==> src/soc_cfg.svh <==
`ifndef SOC_CFG_SVH
`define SOC_CFG_SVH

// On-chip memory sizes in 16-bit words
`define RAM_WORDS       256
`define BIOS_WORDS      16

// Byte address bits 19..13 of the boot window 0xFE000 to 0xFFFFF
`define BIOS_BASE_HI    7'b1111111

// I/O port map
`define PORT_TIMER      16'hFFEE
`define PORT_BIOS_CTRL  16'hFFEC
`define PORT_IRQ_MASK   16'hFFF4
`define PORT_IRQ_PEND   16'hFFF6

`endif

==> src/bios.hex <==
// One 16-bit ROM word per line, word addresses 0 to 15
EA5B
00F0
FA31
C08E
D08E
BC00
7CFB
B800
B08E
D833
FF31
F6C3
9090
A5A5
5A5A
C3F4

==> src/soc_pkg.sv <==
`default_nettype none

package soc_pkg;

    typedef logic [19:1] word_addr_t;   // Byte address without bit 0
    typedef logic [15:0] data_t;
    typedef logic [1:0]  bytesel_t;     // Bit 0 is the low byte
    typedef logic [15:0] port_t;
    typedef logic [7:0]  irq_vec_t;

    typedef struct packed {
        word_addr_t addr;
        data_t      wdata;
        logic       wr_en;
        bytesel_t   bytesel;
    } mem_req_t;

    // Port number is the low 16 bits of the byte address when io is set
    typedef struct packed {
        mem_req_t req;
        logic     io;
    } data_req_t;

    typedef enum logic [1:0] {
        ARB_IDLE,
        ARB_INSTR,
        ARB_DATA
    } arb_state_t;

endpackage

`default_nettype wire

==> src/bios_rom.sv <==
`timescale 1ns/1ps
`default_nettype none
`include "soc_cfg.svh"

module bios_rom (
    input  logic                clk,
    input  logic                rst,
    input  logic                sel,
    input  soc_pkg::word_addr_t addr,
    output soc_pkg::data_t      rdata,
    output logic                ack
);
    import soc_pkg::*;

    localparam int AW = $clog2(`BIOS_WORDS);

    data_t rom [`BIOS_WORDS];
    data_t rd_q;

    initial $readmemh("/design/src/bios.hex", rom);

    always_ff @(posedge clk) begin
        if (sel) begin
            rd_q <= rom[addr[AW:1]];    // Wraps within the ROM
        end
    end

    always_ff @(posedge clk) begin
        if (rst) begin
            ack <= 1'b0;
        end else begin
            ack <= sel && !ack;         // Writes are acked but dropped
        end
    end

    assign rdata = ack ? rd_q : '0;

endmodule

`default_nettype wire

==> src/bus_decoder.sv <==
`timescale 1ns/1ps
`default_nettype none
`include "soc_cfg.svh"

module bus_decoder (
    input  logic               clk,
    input  logic               rst,
    input  logic               data_access,
    input  soc_pkg::data_req_t data_req,
    output logic               io_ack,
    output soc_pkg::data_t     io_rdata,
    output logic               timer_sel,
    output logic               irq_sel,
    output logic               ram_sel,
    output logic               bios_sel,
    input  soc_pkg::data_t     timer_rdata,
    input  soc_pkg::data_t     irq_rdata,
    input  soc_pkg::data_t     ram_rdata,
    input  soc_pkg::data_t     bios_rdata,
    input  logic               timer_ack,
    input  logic               irq_ack,
    input  logic               ram_ack,
    input  logic               bios_ack,
    input  logic               q_access,
    input  soc_pkg::mem_req_t  q_req,
    output logic               q_ack,
    output soc_pkg::data_t     q_rdata
);
    import soc_pkg::*;

    port_t port;
    data_t bios_ctrl_rdata;
    logic  io_access;
    logic  bios_ctrl_sel;
    logic  bios_ctrl_ack;
    logic  default_sel;
    logic  default_ack;
    logic  bios_enabled;
    logic  bios_window;

    assign io_access = data_access && data_req.io;
    assign port      = {data_req.req.addr[15:1], 1'b0};

    always_comb begin
        timer_sel     = 1'b0;
        irq_sel       = 1'b0;
        bios_ctrl_sel = 1'b0;
        default_sel   = 1'b0;
        if (io_access) begin
            case (port)
                `PORT_TIMER:                   timer_sel     = 1'b1;
                `PORT_IRQ_MASK, `PORT_IRQ_PEND: irq_sel       = 1'b1;
                `PORT_BIOS_CTRL:               bios_ctrl_sel = 1'b1;
                default:                       default_sel   = 1'b1; // Unclaimed port
            endcase
        end
    end

    // Boot window only while the ROM is mapped in
    assign bios_window = bios_enabled && (q_req.addr[19:13] == `BIOS_BASE_HI);
    assign bios_sel    = q_access && bios_window;
    assign ram_sel     = q_access && !bios_window;

    always_ff @(posedge clk) begin
        if (rst) begin
            bios_ctrl_ack <= 1'b0;
            default_ack   <= 1'b0;
            bios_enabled  <= 1'b1;
        end else begin
            bios_ctrl_ack <= bios_ctrl_sel && !bios_ctrl_ack;
            default_ack   <= default_sel && !default_ack;
            if (bios_ctrl_sel && !bios_ctrl_ack && data_req.req.wr_en &&
                data_req.req.bytesel[0]) begin
                bios_enabled <= data_req.req.wdata[0];
            end
        end
    end

    assign bios_ctrl_rdata = bios_ctrl_ack ? {15'b0, bios_enabled} : '0;

    assign io_ack   = timer_ack | irq_ack | bios_ctrl_ack | default_ack;
    assign io_rdata = timer_rdata | irq_rdata | bios_ctrl_rdata; // Default port reads zero
    assign q_ack    = ram_ack | bios_ack;
    assign q_rdata  = ram_rdata | bios_rdata;

endmodule

`default_nettype wire

==> src/irq_controller.sv <==
`timescale 1ns/1ps
`default_nettype none
`include "soc_cfg.svh"

module irq_controller (
    input  logic               clk,
    input  logic               rst,
    input  logic               sel,
    input  soc_pkg::data_req_t req,
    input  soc_pkg::irq_vec_t  irq_in,
    output soc_pkg::data_t     rdata,
    output logic               ack,
    output logic               intr
);
    import soc_pkg::*;

    port_t    port;
    irq_vec_t mask;
    irq_vec_t pending;
    irq_vec_t irq_prev;
    irq_vec_t clr_bits;
    data_t    rd_q;
    logic     wr_stb;
    logic     is_pend;

    assign port    = {req.req.addr[15:1], 1'b0};
    assign is_pend = (port == `PORT_IRQ_PEND);
    assign wr_stb  = sel && !ack && req.req.wr_en && req.req.bytesel[0];
    assign clr_bits = (wr_stb && is_pend) ? req.req.wdata[7:0] : '0;

    always_ff @(posedge clk) begin
        if (rst) begin
            ack      <= 1'b0;
            mask     <= '1;
            pending  <= '0;
            irq_prev <= '0;
            intr     <= 1'b0;
        end else begin
            ack      <= sel && !ack;
            irq_prev <= irq_in;
            pending  <= (pending & ~clr_bits) | (irq_in & ~irq_prev); // New edge wins
            if (wr_stb && !is_pend) begin
                mask <= req.req.wdata[7:0];
            end
            intr <= |(pending & ~mask);
        end
    end

    always_ff @(posedge clk) begin
        if (sel && !ack) begin
            rd_q <= is_pend ? {8'b0, pending} : {8'b0, mask};
        end
    end

    assign rdata = ack ? rd_q : '0;

endmodule

`default_nettype wire

==> src/mem_arbiter.sv <==
`timescale 1ns/1ps
`default_nettype none

module mem_arbiter (
    input  logic                clk,
    input  logic                rst,
    input  logic                instr_access,
    input  soc_pkg::word_addr_t instr_addr,
    output logic                instr_ack,
    output soc_pkg::data_t      instr_rdata,
    input  logic                data_access,
    input  soc_pkg::mem_req_t   data_req,
    output logic                data_ack,
    output soc_pkg::data_t      data_rdata,
    output logic                q_access,
    output soc_pkg::mem_req_t   q_req,
    input  logic                q_ack,
    input  soc_pkg::data_t      q_rdata
);
    import soc_pkg::*;

    arb_state_t state;
    logic       last_instr;     // Fetch was served last

    always_ff @(posedge clk) begin
        if (rst) begin
            state      <= ARB_IDLE;
            last_instr <= 1'b0;
        end else begin
            case (state)
                ARB_IDLE: begin
                    if (instr_access && data_access) begin
                        state <= last_instr ? ARB_DATA : ARB_INSTR;
                    end else if (instr_access) begin
                        state <= ARB_INSTR;
                    end else if (data_access) begin
                        state <= ARB_DATA;
                    end
                end
                ARB_INSTR: begin
                    if (q_ack) begin
                        state      <= ARB_IDLE;
                        last_instr <= 1'b1;
                    end
                end
                ARB_DATA: begin
                    if (q_ack) begin
                        state      <= ARB_IDLE;
                        last_instr <= 1'b0;
                    end
                end
                default: state <= ARB_IDLE;
            endcase
        end
    end

    assign q_access = (state != ARB_IDLE);

    // Fetches are always full-word reads
    assign q_req = (state == ARB_INSTR) ? mem_req_t'{addr: instr_addr, wdata: '0, wr_en: 1'b0,
                                                     bytesel: 2'b11}
                                        : data_req;

    assign instr_ack   = q_ack && (state == ARB_INSTR);
    assign data_ack    = q_ack && (state == ARB_DATA);
    assign instr_rdata = instr_ack ? q_rdata : '0;
    assign data_rdata  = data_ack ? q_rdata : '0;

endmodule

`default_nettype wire

==> src/ram.sv <==
`timescale 1ns/1ps
`default_nettype none
`include "soc_cfg.svh"

module ram (
    input  logic              clk,
    input  logic              rst,
    input  logic              sel,
    input  soc_pkg::mem_req_t req,
    output soc_pkg::data_t    rdata,
    output logic              ack
);
    import soc_pkg::*;

    localparam int AW = $clog2(`RAM_WORDS);

    data_t         mem [`RAM_WORDS];
    data_t         rd_q;
    logic [AW-1:0] idx;
    logic          wr_stb;

    assign idx    = req.addr[AW:1];     // Wraps modulo RAM size
    assign wr_stb = sel && !ack && req.wr_en;

    always_ff @(posedge clk) begin
        if (wr_stb && req.bytesel[0]) begin
            mem[idx][7:0] <= req.wdata[7:0];
        end
        if (wr_stb && req.bytesel[1]) begin
            mem[idx][15:8] <= req.wdata[15:8];
        end
        if (sel) begin
            rd_q <= mem[idx];
        end
    end

    always_ff @(posedge clk) begin
        if (rst) begin
            ack <= 1'b0;
        end else begin
            ack <= sel && !ack;
        end
    end

    assign rdata = ack ? rd_q : '0;

endmodule

`default_nettype wire

==> src/soc_top.sv <==
`timescale 1ns/1ps
`default_nettype none

module soc_top (
    input  logic                clk,
    input  logic                rst,
    input  logic                instr_access,
    input  soc_pkg::word_addr_t instr_addr,
    output logic                instr_ack,
    output soc_pkg::data_t      instr_rdata,
    input  logic                data_access,
    input  soc_pkg::data_req_t  data_req,
    output logic                data_ack,
    output soc_pkg::data_t      data_rdata,
    output logic                intr
);
    import soc_pkg::*;

    mem_req_t q_req;
    data_t    mem_data_rdata;
    data_t    io_rdata;
    data_t    q_rdata;
    data_t    timer_rdata;
    data_t    irq_rdata;
    data_t    ram_rdata;
    data_t    bios_rdata;
    irq_vec_t irq_in;
    logic     mem_data_access;
    logic     mem_data_ack;
    logic     io_ack;
    logic     q_access;
    logic     q_ack;
    logic     timer_sel;
    logic     irq_sel;
    logic     ram_sel;
    logic     bios_sel;
    logic     timer_ack;
    logic     irq_ack;
    logic     ram_ack;
    logic     bios_ack;
    logic     timer_expired;

    assign mem_data_access = data_access && !data_req.io;
    assign irq_in          = {7'b0, timer_expired};

    assign data_ack   = io_ack | mem_data_ack;
    assign data_rdata = io_ack ? io_rdata : mem_data_rdata;

    mem_arbiter i_mem_arbiter (
        .clk(clk), .rst(rst),
        .instr_access(instr_access), .instr_addr(instr_addr),
        .instr_ack(instr_ack), .instr_rdata(instr_rdata),
        .data_access(mem_data_access), .data_req(data_req.req),
        .data_ack(mem_data_ack), .data_rdata(mem_data_rdata),
        .q_access(q_access), .q_req(q_req), .q_ack(q_ack), .q_rdata(q_rdata)
    );

    bus_decoder i_bus_decoder (
        .clk(clk), .rst(rst),
        .data_access(data_access), .data_req(data_req),
        .io_ack(io_ack), .io_rdata(io_rdata),
        .timer_sel(timer_sel), .irq_sel(irq_sel), .ram_sel(ram_sel), .bios_sel(bios_sel),
        .timer_rdata(timer_rdata), .irq_rdata(irq_rdata),
        .ram_rdata(ram_rdata), .bios_rdata(bios_rdata),
        .timer_ack(timer_ack), .irq_ack(irq_ack), .ram_ack(ram_ack), .bios_ack(bios_ack),
        .q_access(q_access), .q_req(q_req), .q_ack(q_ack), .q_rdata(q_rdata)
    );

    bios_rom i_bios_rom (
        .clk(clk), .rst(rst), .sel(bios_sel), .addr(q_req.addr),
        .rdata(bios_rdata), .ack(bios_ack)
    );

    ram i_ram (
        .clk(clk), .rst(rst), .sel(ram_sel), .req(q_req),
        .rdata(ram_rdata), .ack(ram_ack)
    );

    timer i_timer (
        .clk(clk), .rst(rst), .sel(timer_sel), .req(data_req),
        .rdata(timer_rdata), .ack(timer_ack), .expired(timer_expired)
    );

    irq_controller i_irq_controller (
        .clk(clk), .rst(rst), .sel(irq_sel), .req(data_req), .irq_in(irq_in),
        .rdata(irq_rdata), .ack(irq_ack), .intr(intr)
    );

endmodule

`default_nettype wire

==> src/timer.sv <==
`timescale 1ns/1ps
`default_nettype none

module timer (
    input  logic               clk,
    input  logic               rst,
    input  logic               sel,
    input  soc_pkg::data_req_t req,
    output soc_pkg::data_t     rdata,
    output logic               ack,
    output logic               expired
);
    import soc_pkg::*;

    data_t count;
    logic  load;

    // Only the first cycle of an access loads
    assign load = sel && !ack && req.req.wr_en;

    always_ff @(posedge clk) begin
        if (rst) begin
            count   <= '0;
            ack     <= 1'b0;
            expired <= 1'b0;
        end else begin
            ack     <= sel && !ack;
            expired <= 1'b0;
            if (load) begin
                count <= req.req.wdata;
            end else if (count != '0) begin
                count   <= count - 16'd1;
                expired <= (count == 16'd1); // Step to zero
            end
        end
    end

    assign rdata = ack ? count : '0;

endmodule

`default_nettype wire
==> config.mk <==
export PLATFORM = sky130hd
export DESIGN_NAME = soc_top
export DESIGN_NICKNAME = d
export VERILOG_FILES = /design/src/soc_pkg.sv /design/src/bios_rom.sv /design/src/bus_decoder.sv /design/src/irq_controller.sv /design/src/mem_arbiter.sv /design/src/ram.sv /design/src/soc_top.sv /design/src/timer.sv
export VERILOG_INCLUDE_DIRS = /design/src
export SDC_FILE = /design/constraint.sdc
export NUM_CORES = 2
export LEC_CHECK = 0
export ABC_CLOCK_PERIOD_IN_PS = 10100
export BUFFER_PORTS_ARGS = -buffer_cell sky130_fd_sc_hd__buf_4
export CAP_MARGIN = 25
export CORE_ASPECT_RATIO = 1.5
export CORE_MARGIN = 3
export CORE_UTILIZATION = 50
export DETAILED_ROUTE_END_ITERATION = 7
export HOLD_SLACK_MARGIN = 0.12
export PLACE_DENSITY = 0.73
export SLEW_MARGIN = 20
export SYNTH_ARGS = -nofsm -noshare
export SYNTH_HDL_FRONTEND = slang
export SYNTH_HIERARCHICAL = 1
export SYNTH_MEMORY_MAX_BITS = 65536
export SYNTH_SLANG_ARGS = --single-unit
export TNS_END_PERCENT = 30
==> constraint.sdc <==
create_clock -name clk -period 10.1 [get_ports clk]
set_clock_uncertainty 0.15 [all_clocks]
set_input_delay 2.02 -clock clk [delete_from_list [all_inputs] [get_ports clk]]
set_output_delay 2.02 -clock clk [all_outputs]
set_load 0.02 [all_outputs]
# Yosys cells after proc, flatten, opt, wreduce, memory -nomap -nowiden
# Memories as Yosys holds them, arrays and structs flattened. A register that Yosys moved wholly into a read port is not among the register bits.
# Cells that the tools add are included.
op_classes:
  addsub: 1
  n_eq_ne: 12
  muxes: 34
  bitwise: 16
  n_reduce_logical: 45
ops:
  columns: ["op", "count"]
  rows:
  - ["$mux W16", 9]
  - ["$eq A15 B15 Y1 const B", 4]
  - ["$or A16 B16 Y16", 3]
  - ["$mux W38", 1]
  - ["$logic_and A1 B1 Y1", 24]
  - ["$not A8 Y8", 3]
  - ["$and A8 B8 Y8", 2]
  - ["$eq A16 B1 Y1 const B", 1]
  - ["$mux W8", 2]
  - ["$reduce_bool A16 Y1", 1]
  - ["$sub A16 B1 Y16 const B", 1]
  - ["$mux W1", 15]
  - ["$mux W2", 5]
  - ["$logic_not A1 Y1", 9]
  - ["$and A1 B8 Y8", 1]
  - ["$or A8 B8 Y8", 1]
  - ["$reduce_or A8 Y1", 1]
  - ["$eq A7 B7 Y1 const B", 1]
  - ["$ne A2 B1 Y1 const B", 3]
  - ["$reduce_bool A2 Y1", 3]
  - ["$or A1 B1 Y1", 5]
  - ["$ne A4 B2 Y1 const B", 1]
  - ["$pmux W2 S2", 1]
  - ["$reduce_or A2 Y1", 2]
  - ["9 further kinds", 9]
word_totals:
  reg_bits: 84
  ram_bits: 4096
  inputBits: 62
  output_inout_bits: 35
  elab_cells: 127
  memories: 1
mem_list:
  columns: ["memory", "words", "word_bits", "read_ports", "rd_clocked_by_memory_dff", "wr", "line_no", "rtl"]
  rows:
  - ["i_ram.mem", 256, 16, 1, 1, 1, "ram.sv:17", "data_t mem [`RAM_WORDS];"]

# Logic depth before layout (Yosys ltp)
depth:
  depth_word: 12
  depth_mapped: 14
  depth_no_buf: 10

# By module
# Netlist, hierarchy kept.
by_module_without_submodules:
  columns: ["module", "instances", "cells_per_inst", "area_per_inst_um2", "seq_area_each_um2"]
  rows:
  - ["ram", 1, 7057, 156761.6, 123498.4]
  - ["irq_controller", 1, 154, 1462.7, 760.7]
  - ["timer", 1, 140, 1216.2, 360.3]
  - ["mem_arbiter", 1, 107, 835.8, 60.1]
  - ["bus_decoder", 1, 59, 461.7, 60.1]
  - ["soc_top", 1, 21, 261.5, 0.0]
  - ["bios_rom", 1, 19, 156.4, 20.0]

# Worst setup path after synthesis
# Ideal clock, no wire load.
synth_path:
  path_type: "input to register"
  start: "input data_req[4] (netlist bit)"
  end: "memory i_ram/mem[0][0] (netlist bit), data pin"
  setup_time_ns: 1.460
  arrival_ns: 8.165
  required_time_ns: 8.490
  slack_ns: 0.325
  stages: 1
  n_path_buf: 0
  cell_sequence: "nor2b_1"
synth_via:
  elab_chain_cells: 1
synth_lines:
  columns: ["item", "line_no", "rtl"]
  rows:
  - ["from (decl)", "soc_top.sv:12", "input soc_pkg::data_req_t data_req,"]
  - ["$mux W38", "mem_arbiter.sv:60", "assign q_req = (state == ARB_INSTR) ? mem_req_t'{addr: instr_addr, wdata: '0, wr_en: 1'b0,"]
  - ["to (decl)", "ram.sv:17", null]
# No other way between the ends.

==> out/qor.yml <==
comb_power_share_pct: 10.5
slowest_delay_ns: 0.98
antenna_found_initial: 12
layout-drive-gt1-share_pct: 24.08
first_pass_iters: 6
antenna_left: 0
crit_chain: "inv_1 -> ha_2 -> buf_4 -> mux2_8 -> buf_12 -> buf_4 -> mux4_2 -> a22oi_1 -> a21oi_1 -> o41ai_1 -> nand4_1"
track_usage_pct: 22.63
clockPowerShare_pct: 36.3
clock_tree.root_cell: "clkbuf_16"
yosysWarnings: 6
cts_htree_levels: 5
run_status: "completed"
fin_nets: 7723
clock.fmax_mhz: 159.0
dieArea_um2: 329200
slew_headroom_pct: 1.881
coreArea_um2: 320000
power_frac_seq_pct: 53.2
worstHoldPathType: "flip-flop to flip-flop"
cts.clk_slew.worst_paths_ns: 0.07
cpMaxStageDelayCell: "o41ai_1"
wl_per_cell_um: 30.90
min_path_cells: 1
crit_top_cell: "buf_4"
stdcell_count: 12150
syn_avg_cell_area_um2: 21.33
rsz0062_at_grt: "no"
die_h_um: 701.2
drc_errors: 0
dp.final_hpwl_um: 214800
port_buffers: 92
cp_max_fo: 133
ioPinCount: 97
cts_resized: 0
place_congestion: 0.8502
finalSetupTns_ns: 0
cp.depth: 11
cts_tree: "built"
cts_buffer_depth: 4
ir_drop_v: 0.0001188
drv_slew: 0
start_kind: "flip-flop"
cts_setup_buffers: 0
critPathKind: "flip-flop to flip-flop"
hold_viol: 0
syn_inst: 7553
power_leakage_nw: 54.23
holdBufCountCts: 0
rows: 254
p_per_area_nw_per_um2: 206.0
period_minus_slack_ns: 6.289
p_sw_share_pct: 23.03
grt_pass1_wl_um: 551900
crit_path_end_kind: "flip-flop"
cp_data_arrival_time_ns: 6.71
start_util_pct: 50.34
numCtsBuffers: 343
max-cap-violations: 0
worstPathRequired_ns: 10.52
final-setup-viol-count: 0
fin_crit_sh_pct: 62.27
crit_buf_inv: 4
clk_latency_ns: 0.89
p_sw_mw: 8.450
grt_max_degree: 257
intPower_mw: 28.23
via_count: 77950
dp_cells: 11530
worst_slew_pin_slew_ns: 1.472
die_width_um: 469.5
clkSinkCount: 4172
routed_wl_um: 375500
via_per_inst: 6.415
gr-total-overflow: 0
crit_family: "buffers and inverters"
grt_pass1_vias: 80030
synthToLayoutAreaGrowth_pct: 10.53
drtIter0Drc: 9821
synth_area_um2: 161100
rr_worst_depth: 11
==> per-layer routing <==
metal  GRT usage (%)  vias up  wire [um]
met2           38.02     4410     191000
met3           4.183      801      36210
li1                -    31850          -
met1           29.02    40890     130000
met5               0        -         46
met4           10.11        6      18290
==> final timing paths <==
path                                            from                                      to  slack, ns
max              i_mem_arbiter/state[1]$_SDFFE_PP0P_                 i_ram/rd_q[5]$_DFFE_PP_       3.81
min          i_irq_controller/irq_prev[0]$_SDFF_PP0_  i_irq_controller/pending[0]$_SDFF_PP0_       0.27
max reg2reg      i_mem_arbiter/state[1]$_SDFFE_PP0P_                 i_ram/rd_q[5]$_DFFE_PP_       3.81
min reg2reg  i_irq_controller/irq_prev[0]$_SDFF_PP0_  i_irq_controller/pending[0]$_SDFF_PP0_       0.27
==> power groups by stage <==
stage / clock network [mW] / registers (mW) / logic, mW
after global routing: 14.2 / 19.5 / 4.07
after CTS: 13.5 / 19.5 / 3.83
final: 13.3 / 19.5 / 3.85
after detailed placement: 0 / 19.9 / 3.82
after global placement: 0 / 19.9 / 3.70
after floorplan: 0 / 20.0 / 2.47
==> layout by cell type, fill, tap and decap left out, types with 20 or more instances in the layout <==
cell       instances
a21oi_1          261
conb_1            31
clkinv_1          79
clkinv_2          51
a22oi_1          512
or2_2             32
mux4_2          1024
o41ai_1           49
inv_1             22
nand4_1           31
nand2_1           36
clkbuf_16        359
nor2b_4           22
buf_4            192
edfxtp_1        4120
mux2_2            20
dfxtp_1           52
and2_1            43
bufinv_16         37
clkbuf_1          49
nor2_1           542
and3_1            33
buf_12            33
nand3_1           23
==> per-stage QoR <==
step	setup slack, ns	hold WS, ns	area (um^2)	util, %	total power, mW
CTS	3.832	0.2675	177800	55.57	36.85
detailed placement	3.376	0.2581	166700	52.10	23.72
finish	3.811	0.2656	178100	55.64	36.68
floorplan	0.3246	0.2391	161200	-	22.51
global placement	3.391	0.2497	166700	52.08	23.59
global route	3.397	0.2838	178100	55.64	37.73
==> layout make-up <==
class | instances | area, um^2
tap | 4224 | 5285
timing repair buffer | 236 | 2340
clock inverter | 200 | 1929
clock buffer | 408 | 9168
antenna | 10 | 25.02
inverter | 22 | 82.58
fill | 22640 | 142000
multi-input combinational | 2880 | 34490
sequential | 4172 | 124800
==> sequential cells by signal, summed over array words and instances, names as in the netlist, 2 cells and up <==
| signal | cells |
|---|---|
| i_timer/count | 16 |
| i_ram/rd_q | 16 |
| i_irq_controller/mask | 8 |
| i_irq_controller/irq_prev | 8 |
| i_irq_controller/rd_q | 8 |
| i_ram/mem | 4096 |
| i_mem_arbiter/state | 2 |
| i_irq_controller/pending | 8 |
(Power assumes the default switching activity.)
